`src/hw/pio_pkg.sv`:
```
// Shared widths, opcode and field encodings for the PIO state machine
// Imported by wildcard into every module and interface that needs them

package pio_pkg;

  localparam int WORD_W  = 32;                     // Data and pin word
  localparam int INSTR_W = 16;
  localparam int PC_W    = 5;

  // Major opcodes, instruction bits 15:13
  localparam logic [2:0] OP_JMP      = 3'd0;
  localparam logic [2:0] OP_IN       = 3'd2;
  localparam logic [2:0] OP_OUT      = 3'd3;
  localparam logic [2:0] OP_PUSHPULL = 3'd4;
  localparam logic [2:0] OP_MOV      = 3'd5;
  localparam logic [2:0] OP_SET      = 3'd7;

  // Source and destination codes shared by IN, OUT, MOV and SET
  localparam logic [2:0] LOC_PINS    = 3'd0;
  localparam logic [2:0] LOC_X       = 3'd1;
  localparam logic [2:0] LOC_Y       = 3'd2;
  localparam logic [2:0] LOC_NULL    = 3'd3;
  localparam logic [2:0] LOC_PINDIRS = 3'd4;

  localparam logic [1:0] MOV_INVERT  = 2'd1;
  localparam logic [1:0] MOV_REVERSE = 2'd2;

  localparam logic [5:0] BIT_COUNT_FULL = 6'd32;   // Zero count field, also full threshold

  typedef struct packed {
    logic [2:0] op;
    logic [4:0] ignored;                           // Old delay and side-set bits
    logic [2:0] op1;                               // Condition, source or destination
    logic [4:0] op2;                               // Address, bit count or data
  } flow_view_t;

  typedef struct packed {
    logic [2:0] op;
    logic [4:0] ignored;
    logic [2:0] dst;
    logic [1:0] mov_op;
    logic [2:0] src;
  } mov_view_t;

  typedef union packed {
    flow_view_t flow;
    mov_view_t  mov;
  } instr_t;

endpackage

```
`src/hw/pio_ifs.sv`:
```
// Interfaces between fetch, execute, shift and pin stages of the PIO machine
// The execute stage is the master on all three

`timescale 1ns/10ps

interface fetch_if import pio_pkg::*; ();
  instr_t          instr;                          // Current instruction word
  logic            jmp;                            // Taken jump
  logic [PC_W-1:0] new_pc;
  logic            stall;                          // Hold pc, retry instruction

  modport fetch (output instr, input jmp, input new_pc, input stall);
  modport exec (input instr, output jmp, output new_pc, output stall);
endinterface

interface shift_if import pio_pkg::*; ();
  logic              set_isr;
  logic [WORD_W-1:0] isr_val;
  logic              in_shift;
  logic [WORD_W-1:0] in_src;                       // Bits to shift into ISR
  logic              set_osr;                      // OSR load, count goes to 0
  logic [WORD_W-1:0] osr_val;
  logic              out_shift;
  logic [5:0]        bit_count;                    // 1 to 32
  logic [WORD_W-1:0] isr;
  logic [WORD_W-1:0] osr;
  logic [5:0]        osr_count;
  logic [WORD_W-1:0] out_bits;                     // Bits leaving the OSR, right aligned

  modport exec (output set_isr, isr_val, in_shift, in_src, set_osr, osr_val,
                output out_shift, bit_count, input isr, osr, osr_count, out_bits);
  modport shifter (input set_isr, isr_val, in_shift, in_src, set_osr, osr_val,
                   input out_shift, bit_count, output isr, osr, osr_count, out_bits);
endinterface

interface pin_if import pio_pkg::*; ();
  logic              write_pins;
  logic              write_dirs;
  logic              use_set_window;               // SET window, else OUT window
  logic [WORD_W-1:0] value;                        // Bit 0 goes to the window base

  modport exec (output write_pins, write_dirs, use_set_window, value);
  modport out (input write_pins, write_dirs, use_set_window, value);
endinterface

```
`src/hw/pio_fetch.sv`:
```
// Program counter of the PIO machine, with jump, stall and wrap handling
// The instruction word from the external program store passes straight through

`timescale 1ns/10ps

module pio_fetch import pio_pkg::*; (
  input  logic               clk,
  input  logic               reset,
  input  logic               en,
  input  logic [PC_W-1:0]    pend,
  input  logic [PC_W-1:0]    wrap_target,
  output logic [PC_W-1:0]    pc,
  input  logic [INSTR_W-1:0] instr_word,
  fetch_if.fetch             fetch
);

  // Program store is read asynchronously at pc
  assign fetch.instr = instr_word;

  always_ff @(posedge clk) begin
    if (reset) begin
      pc <= '0;
    end else if (en && !fetch.stall) begin
      if (fetch.jmp) begin
        pc <= fetch.new_pc;                        // Taken jump beats wrap
      end else if (pc == pend) begin
        pc <= wrap_target;
      end else begin
        pc <= pc + 1'b1;
      end
    end
  end

endmodule

```
`src/hw/pio_exec.sv`:
```
// Execute stage of the PIO machine: decodes the current instruction, holds X and Y,
// and drives the shifter, the pin writes and the FIFO strobes in the same cycle

`timescale 1ns/10ps

module pio_exec import pio_pkg::*; (
  input  logic              clk,
  input  logic              reset,
  input  logic              en,
  fetch_if.exec             fetch,
  shift_if.exec             shift,
  pin_if.exec               pins,
  input  logic [WORD_W-1:0] in_pins,
  input  logic [4:0]        in_base,
  input  logic [4:0]        jmp_pin,
  input  logic [WORD_W-1:0] tx_data,
  input  logic              tx_empty,
  input  logic              rx_full,
  output logic              pull,
  output logic              push,
  output logic [WORD_W-1:0] rx_data
);

  instr_t              ins;
  logic [WORD_W-1:0]   x;
  logic [WORD_W-1:0]   y;
  logic [WORD_W-1:0]   new_x;
  logic [WORD_W-1:0]   new_y;
  logic                set_x;
  logic                set_y;
  logic                dec_x;
  logic                dec_y;
  logic [2*WORD_W-1:0] pins_wide;
  logic [WORD_W-1:0]   pins_rot;
  logic [WORD_W-1:0]   mov_val;
  logic                blocking;

  function automatic logic [WORD_W-1:0] pick_src(input logic [2:0] code,
                                                 input logic [WORD_W-1:0] p,
                                                 input logic [WORD_W-1:0] vx,
                                                 input logic [WORD_W-1:0] vy);
    case (code)
      LOC_PINS: pick_src = p;
      LOC_X:    pick_src = vx;
      LOC_Y:    pick_src = vy;
      default:  pick_src = '0;                     // NULL
    endcase
  endfunction

  function automatic logic [WORD_W-1:0] bit_op(input logic [WORD_W-1:0] v,
                                               input logic [1:0] op);
    case (op)
      MOV_INVERT:  bit_op = ~v;
      MOV_REVERSE: bit_op = {<<{v}};
      default:     bit_op = v;                     // Plain, 3 is reserved
    endcase
  endfunction

  assign ins       = fetch.instr;
  assign pins_wide = {in_pins, in_pins} >> in_base; // Rotate so in_base lands on bit 0
  assign pins_rot  = pins_wide[WORD_W-1:0];
  assign mov_val   = bit_op(pick_src(ins.mov.src, pins_rot, x, y), ins.mov.mov_op);
  assign blocking  = ins.flow.op1[0];
  assign rx_data   = shift.isr;

  always_comb begin
    fetch.jmp            = 1'b0;
    fetch.new_pc         = ins.flow.op2;
    fetch.stall          = 1'b0;
    shift.set_isr        = 1'b0;
    shift.isr_val        = '0;                     // Only load is the clear on push
    shift.in_shift       = 1'b0;
    shift.in_src         = pick_src(ins.flow.op1, pins_rot, x, y);
    shift.set_osr        = 1'b0;
    shift.osr_val        = tx_empty ? x : tx_data;
    shift.out_shift      = 1'b0;
    shift.bit_count      = (ins.flow.op2 == '0) ? BIT_COUNT_FULL : {1'b0, ins.flow.op2};
    pins.write_pins      = 1'b0;
    pins.write_dirs      = 1'b0;
    pins.use_set_window  = (ins.flow.op == OP_SET);
    pins.value           = (ins.flow.op == OP_SET) ? WORD_W'(ins.flow.op2) : shift.out_bits;
    set_x = 1'b0;
    set_y = 1'b0;
    dec_x = 1'b0;
    dec_y = 1'b0;
    new_x = shift.out_bits;
    new_y = shift.out_bits;
    pull  = 1'b0;
    push  = 1'b0;
    if (en) begin
      case (ins.flow.op)
        OP_JMP: begin
          case (ins.flow.op1)
            3'd0: fetch.jmp = 1'b1;
            3'd1: fetch.jmp = (x == '0);
            3'd2: begin
              fetch.jmp = (x != '0);
              dec_x     = (x != '0);               // X-- decrements after the test
            end
            3'd3: fetch.jmp = (y == '0);
            3'd4: begin
              fetch.jmp = (y != '0);
              dec_y     = (y != '0);
            end
            3'd5: fetch.jmp = (x != y);
            3'd6: fetch.jmp = in_pins[jmp_pin];    // Absolute pin, no in_base
            default: fetch.jmp = (shift.osr_count < BIT_COUNT_FULL); // !OSRE
          endcase
        end
        OP_IN: shift.in_shift = (ins.flow.op1 <= LOC_NULL);
        OP_OUT: begin
          shift.out_shift = (ins.flow.op1 <= LOC_PINDIRS);
          case (ins.flow.op1)
            LOC_PINS:    pins.write_pins = 1'b1;
            LOC_X:       set_x = 1'b1;
            LOC_Y:       set_y = 1'b1;
            LOC_PINDIRS: pins.write_dirs = 1'b1;
            default: ;                             // NULL discards the bits
          endcase
        end
        OP_PUSHPULL: begin
          if (ins.flow.op1[2]) begin               // PULL
            fetch.stall   = blocking && tx_empty;
            pull          = !tx_empty;
            shift.set_osr = !(blocking && tx_empty); // Empty non-blocking takes X
          end else begin
            fetch.stall   = blocking && rx_full;
            push          = !(blocking && rx_full); // Non-blocking may drop data
            shift.set_isr = !(blocking && rx_full);
          end
        end
        OP_MOV: begin
          if (ins.mov.src <= LOC_NULL) begin
            pins.value = mov_val;
            case (ins.mov.dst)
              LOC_PINS: pins.write_pins = 1'b1;
              LOC_X:    set_x = 1'b1;
              LOC_Y:    set_y = 1'b1;
              default: ;
            endcase
            new_x = mov_val;
            new_y = mov_val;
          end
        end
        OP_SET: begin
          new_x = WORD_W'(ins.flow.op2);
          new_y = WORD_W'(ins.flow.op2);
          case (ins.flow.op1)
            LOC_PINS:    pins.write_pins = 1'b1;
            LOC_X:       set_x = 1'b1;
            LOC_Y:       set_y = 1'b1;
            LOC_PINDIRS: pins.write_dirs = 1'b1;
            default: ;
          endcase
        end
        default: ;                                 // WAIT and IRQ behave as NOP
      endcase
    end
  end

  always_ff @(posedge clk) begin
    if (reset) begin
      x <= '0;
      y <= '0;
    end else if (en) begin
      if (set_x) begin
        x <= new_x;
      end else if (dec_x) begin
        x <= x - 1'b1;
      end
      if (set_y) begin
        y <= new_y;
      end else if (dec_y) begin
        y <= y - 1'b1;
      end
    end
  end

endmodule

```
`src/hw/pio_shift_unit.sv`:
```
// Input and output shift registers of the PIO machine
// Direction is set per register, shift amount comes from the execute stage

`timescale 1ns/10ps

module pio_shift_unit import pio_pkg::*; (
  input  logic clk,
  input  logic reset,
  input  logic en,
  input  logic isr_right,                          // ISR shifts toward bit 0
  input  logic osr_right,                          // OSR shifts out from bit 0
  shift_if.shifter shift
);

  logic [WORD_W-1:0]   isr_q;
  logic [WORD_W-1:0]   osr_q;
  logic [5:0]          osr_count_q;
  logic [2*WORD_W-1:0] n_mask_wide;
  logic [WORD_W-1:0]   n_mask;                     // Low bit_count bits set
  logic [2*WORD_W-1:0] isr_wide;
  logic [2*WORD_W-1:0] osr_wide;
  logic [WORD_W-1:0]   isr_next;
  logic [WORD_W-1:0]   osr_next;
  logic [6:0]          count_sum;

  assign n_mask_wide = (64'd1 << shift.bit_count) - 64'd1;
  assign n_mask      = n_mask_wide[WORD_W-1:0];
  assign count_sum   = {1'b0, osr_count_q} + {1'b0, shift.bit_count};

  always_comb begin
    if (isr_right) begin
      isr_wide = {shift.in_src, isr_q} >> shift.bit_count; // New bits enter at the top
      isr_next = isr_wide[WORD_W-1:0];
    end else begin
      isr_wide = {{WORD_W{1'b0}}, isr_q} << shift.bit_count;
      isr_next = isr_wide[WORD_W-1:0] | (shift.in_src & n_mask);
    end
    if (osr_right) begin
      osr_wide       = {{WORD_W{1'b0}}, osr_q} >> shift.bit_count;
      shift.out_bits = osr_q & n_mask;
    end else begin
      osr_wide       = {{WORD_W{1'b0}}, osr_q} << shift.bit_count;
      shift.out_bits = osr_wide[2*WORD_W-1:WORD_W]; // Top bits land right aligned
    end
    osr_next = osr_wide[WORD_W-1:0];
  end

  always_ff @(posedge clk) begin
    if (reset) begin
      isr_q       <= '0;
      osr_count_q <= BIT_COUNT_FULL;               // Empty OSR after reset
    end else if (en) begin
      if (shift.set_isr) begin
        isr_q <= shift.isr_val;
      end else if (shift.in_shift) begin
        isr_q <= isr_next;
      end
      if (shift.set_osr) begin
        osr_count_q <= '0;
      end else if (shift.out_shift) begin
        osr_count_q <= (count_sum > BIT_COUNT_FULL) ? BIT_COUNT_FULL : count_sum[5:0];
      end
    end
  end

  always_ff @(posedge clk) begin
    if (en) begin
      if (shift.set_osr) begin
        osr_q <= shift.osr_val;
      end else if (shift.out_shift) begin
        osr_q <= osr_next;
      end
    end
  end

  assign shift.isr       = isr_q;
  assign shift.osr       = osr_q;
  assign shift.osr_count = osr_count_q;

endmodule

```
`src/hw/pio_pin_out.sv`:
```
// Output pin and direction registers of the PIO machine
// Writes land in the OUT or SET window and wrap around pin 31

`timescale 1ns/10ps

module pio_pin_out import pio_pkg::*; (
  input  logic              clk,
  input  logic              reset,
  pin_if.out                pins,
  input  logic [4:0]        out_base,
  input  logic [5:0]        out_count,
  input  logic [4:0]        set_base,
  input  logic [2:0]        set_count,
  output logic [WORD_W-1:0] output_pins,
  output logic [WORD_W-1:0] pin_dirs,
  output logic [WORD_W-1:0] pins_stb
);

  logic [4:0]          win_base;
  logic [5:0]          win_count;
  logic [2*WORD_W-1:0] low_mask;
  logic [2*WORD_W-1:0] mask_rot;
  logic [2*WORD_W-1:0] val_rot;
  logic [WORD_W-1:0]   win_mask;
  logic [WORD_W-1:0]   win_val;

  always_comb begin
    win_base  = pins.use_set_window ? set_base : out_base;
    win_count = pins.use_set_window ? {3'b000, set_count} : out_count;
    low_mask  = (64'd1 << win_count) - 64'd1;
    mask_rot  = {low_mask[WORD_W-1:0], low_mask[WORD_W-1:0]} << win_base; // Rotate left
    val_rot   = {pins.value, pins.value} << win_base;
  end

  assign win_mask = mask_rot[2*WORD_W-1:WORD_W];
  assign win_val  = val_rot[2*WORD_W-1:WORD_W];

  always_ff @(posedge clk) begin
    if (reset) begin
      output_pins <= '0;
      pin_dirs    <= '0;
      pins_stb    <= '0;
    end else begin
      pins_stb <= (pins.write_pins || pins.write_dirs) ? win_mask : '0; // One cycle pulse
      if (pins.write_pins) begin
        output_pins <= (output_pins & ~win_mask) | (win_val & win_mask);
      end
      if (pins.write_dirs) begin
        pin_dirs <= (pin_dirs & ~win_mask) | (win_val & win_mask);
      end
    end
  end

endmodule

```
`src/hw/pio_sm_top.sv`:
```
// Top level of one PIO state machine with plain ports
// Program store and FIFOs sit outside and use the push, pull and flag handshake

`timescale 1ns/10ps

module pio_sm_top import pio_pkg::*; (
  input  logic               clk,
  input  logic               reset,
  input  logic               en,
  input  logic [PC_W-1:0]    pend,                 // Last instruction before wrap
  input  logic [PC_W-1:0]    wrap_target,
  input  logic [INSTR_W-1:0] instr_word,
  output logic [PC_W-1:0]    pc,
  input  logic [WORD_W-1:0]  in_pins,
  input  logic [4:0]         in_base,
  input  logic [4:0]         jmp_pin,
  input  logic               isr_right,
  input  logic               osr_right,
  input  logic [4:0]         out_base,
  input  logic [5:0]         out_count,
  input  logic [4:0]         set_base,
  input  logic [2:0]         set_count,
  input  logic [WORD_W-1:0]  tx_data,              // FWFT head of the TX FIFO
  input  logic               tx_empty,
  input  logic               rx_full,
  output logic               pull,
  output logic               push,
  output logic [WORD_W-1:0]  rx_data,
  output logic [WORD_W-1:0]  output_pins,
  output logic [WORD_W-1:0]  pin_dirs,
  output logic [WORD_W-1:0]  pins_stb
);

  fetch_if fetch_bus ();
  shift_if shift_bus ();
  pin_if   pin_bus ();

  pio_fetch u_fetch (
    .clk         (clk),
    .reset       (reset),
    .en          (en),
    .pend        (pend),
    .wrap_target (wrap_target),
    .pc          (pc),
    .instr_word  (instr_word),
    .fetch       (fetch_bus)
  );

  pio_exec u_exec (
    .clk      (clk),
    .reset    (reset),
    .en       (en),
    .fetch    (fetch_bus),
    .shift    (shift_bus),
    .pins     (pin_bus),
    .in_pins  (in_pins),
    .in_base  (in_base),
    .jmp_pin  (jmp_pin),
    .tx_data  (tx_data),
    .tx_empty (tx_empty),
    .rx_full  (rx_full),
    .pull     (pull),
    .push     (push),
    .rx_data  (rx_data)
  );

  pio_shift_unit u_shift (
    .clk       (clk),
    .reset     (reset),
    .en        (en),
    .isr_right (isr_right),
    .osr_right (osr_right),
    .shift     (shift_bus)
  );

  pio_pin_out u_pins (
    .clk         (clk),
    .reset       (reset),
    .pins        (pin_bus),
    .out_base    (out_base),
    .out_count   (out_count),
    .set_base    (set_base),
    .set_count   (set_count),
    .output_pins (output_pins),
    .pin_dirs    (pin_dirs),
    .pins_stb    (pins_stb)
  );

endmodule

```
`config.mk`:
```
export PLATFORM = sky130hd
export DESIGN_NAME = pio_sm_top
export DESIGN_NICKNAME = d
export VERILOG_FILES = /design/src/hw/pio_pkg.sv /design/src/hw/pio_ifs.sv /design/src/hw/pio_fetch.sv /design/src/hw/pio_exec.sv /design/src/hw/pio_shift_unit.sv /design/src/hw/pio_pin_out.sv /design/src/hw/pio_sm_top.sv
export SDC_FILE = /design/constraint.sdc
export NUM_CORES = 2
export LEC_CHECK = 0
export BUFFER_PORTS_ARGS = -buffer_cell sky130_fd_sc_hd__buf_4
export CAP_MARGIN = 10
export CORE_ASPECT_RATIO = 0.8
export CORE_MARGIN = 3
export CORE_UTILIZATION = 45
export DETAILED_ROUTE_END_ITERATION = 8
export SETUP_SLACK_MARGIN = 0.5
export SLEW_MARGIN = 25
export SYNTH_ARGS = -nofsm -noshare
export SYNTH_HDL_FRONTEND = slang
export SYNTH_HIERARCHICAL = 1
export SYNTH_SLANG_ARGS = --single-unit
```
`constraint.sdc`:
```
create_clock -name clk -period 9 [get_ports clk]
set_input_delay 1.8 -clock clk [delete_from_list [all_inputs] [get_ports clk]]
set_output_delay 1.8 -clock clk [all_outputs]
set_load 0.02 [all_outputs]
```
==> results.py <==
metrics = {
    "run_status": {
        "outcome": "finished, violations left",
        "violations": "DRC",
    },
    "global_route": {
        "gr-total-overflow": 0,
        "grt_pass1_wl_mm": 267,
        "grt_use_total_pct": 43.4,
        "grt_pass1_vias": 36100,
        "antenna_found_initial": 7,
        "grt_max_degree": 126,
    },
    "floorplanning": {
        "start_util_pct": 45.9,
        "die_height_um": 258,
        "pin_count": 261,
        "die_x_um": 321,
        "rows": 91,
        "fp.dieArea_um2": 82700,
        "coreArea_um2": 77800,
    },
    "final_layout": {
        "nFillCells": 7719,
        "regArea_um2": 5020,
        "multi_input_comb_area_um2": 27900,
        "nNetsFinal": 4507,
        "area_growth_pct": 7.91,
        "stdcell_count": 5414,
        "utilization_pct": 49.5,
        "final_layout_size_suffix_gt1_share_pct": 21.7,
    },
    "synthesis": {
        "syn_inst": 4447,
        "synthesis.area_um2": 35700,
        "ys_warn_count": 6,
        "syn_avg_cell_area_um2": 8.02,
    },
    "power_and_ir_drop": {
        "p_switching_w": 0.00195,
        "power_density_nw_per_um2": 117,
        "ir_drop_mv": 0.136,
        "p_leak_nw": 14.5,
        "pwr-share-clk_pct": 31.6,
        "total_power_w": 0.00450,
        "p_int_w": 0.00255,
        "swShare_pct": 43.3,
        "p_comb_share_pct": 43.5,
        "seqPwrFrac_pct": 24.9,
    },
    "timing": {
        "period_minus_slack_ns": 7.23,
        "fin_setup_tns_ns": 0,
        "min_period_over_period_pct": 80.4,
        "layout_setup_ws_ns": 1.77,
        "worst_pin_slew_ns": 1.21,
        "rsz0062_at_grt": "false",
        "setup_violations": 0,
        "slew_viol_final": 0,
        "slew_headroom_pct": 18.8,
        "clock_skew_ns": 0.0315,
        "finalHoldViolations": 0,
        "timing.fmax_ghz": 0.138,
    },
    "clock_tree": {
        "cts_tree": "yes",
        "postCtsSetupBuffers": 0,
        "clkSinkCount": 235,
        "ctsLongestPathBuffers": 3,
        "cts_buffers": 29,
        "clk_latency_ns": 0.64,
        "cts_hold_buf": 0,
        "cts-root-buf": "clkbuf_16",
        "htreeDepth": 1,
        "post_cts_resized": 0,
        "path_clk_slew_ns": 0.06,
    },
    "place": {
        "pre_cts_slack_ns": 1.42,
        "dp_hpwl_mm": 142,
        "dp_cells": 5359,
        "gp_congestion": 1.09,
        "port_buffers": 255,
    },
    "min_path": {
        "hold_path_class": "flip-flop to flip-flop",
    },
    "critical_path": {
        "startpoint_type": "primary input",
        "endpoint_kind": "flip-flop",
        "path_class": "primary input to flip-flop",
        "crit_fanout": 30,
        "required_ns": 9.54,
        "cp.arrival_ns": 7.78,
    },
    "drt": {
        "drc": 17,
        "viasPerCell": 7.48,
        "drt-total-wl_mm": 189,
        "antenna_left": 0,
        "drt_iter0_markers": 7620,
        "wl_per_cell_um": 34.9,
        "drtPass1Iterations": 9,
        "vias": 40500,
    },
    "flow_run": {
        "maxCapViolations": 0,
    },
}
## power by group through the flow
| stage | Clock [W] | Sequential, W | Combinational [W] |
|---|---|---|---|
| 2_1_floorplan | 0 | 0.00113 | 0.00122 |
| 3_3_place_gp | 0 | 0.00114 | 0.00185 |
| 3_5_place_dp | 0 | 0.00114 | 0.00184 |
| 4_1_cts | 0.00143 | 0.00112 | 0.00185 |
| 5_1_grt | 0.00147 | 0.00112 | 0.00202 |
| 6_report | 0.00142 | 0.00112 | 0.00196 |
## cell type report
class	count	area share (%)
clock inverters	21	0.835
multi-input cells	3657	72.6
well taps	1023	3.32
repair buffers	379	7.56
inverters	65	0.653
clock buffers	33	2.00
flip-flops and latches	235	13.0
diodes	1	0.00650
## final timing paths
kind	start	endpoint	slack, ns	cells past startpoint
max	instr_word[1]	flip-flop	1.77	24
min	flip-flop	flip-flop	0.46	2
max reg2reg	u_shift/shift.osr[12]	flip-flop	3.84	12
min reg2reg	flip-flop	flip-flop	0.46	2
## critical path: stages
cell and delay, ns:
clkbuf_8 0.32, nor2_1 0.28, nand2_1 0.19, nor3_2 0.07, nor4_2 0.57, nand2_1 0.26
ha_1 0.29, buf_4 0.21, nor2_2 0.31, a21oi_1 0.12, o21ai_0 0.40, a21oi_1 0.13
a211oi_1 0.28, buf_4 0.27, a22oi_1 0.11, a21oi_1 0.47, mux2i_1 0.18, mux2i_1 0.25
mux2i_1 0.16, mux2i_1 0.53, nor2_1 0.12, nand2b_1 0.10, o21ai_0 0.08, a211oi_1 0.23
## placed cells by master (no fill, tap or decap), types with 44 or more instances in the layout
cell	instances
nand2_1	452
nor2_1	389
buf_4	372
a21oi_1	291
mux2i_1	284
dfxtp_1	203
mux4_2	201
mux2_2	198
o21ai_0	192
nor3_1	112
nand3_1	104
a211oi_1	93
a22oi_1	74
o22ai_1	70
xnor2_1	65
o211ai_1	62
inv_1	56
a31oi_1	51
nor4_1	46
nor2b_1	44
## stage by stage
stage | hold WS, ns | cell area [um2]
final | 0.463 | 38500
after global routing | 0.484 | 38500
after CTS | 0.460 | 38500
after detailed placement | 0.450 | 37400
after global placement | 0.451 | 37400
after floorplan | 0.446 | 35800
## per-layer routing
| metal | routed length [um] | vias to the layer above | part of all wire (%) | track usage [%] |
|---|---|---|---|---|
| li1 | - | 17000 | - | - |
| met1 | 75100 | 19700 | 40 | 60.2 |
| met2 | 74800 | 3326 | 40 | 59.9 |
| met3 | 29800 | 499 | 16 | 17.3 |
| met4 | 8860 | 13 | 4.7 | 15.8 |
| met5 | 347 | - | 0.18 | 2.16 |
(Power assumes the default switching activity.)
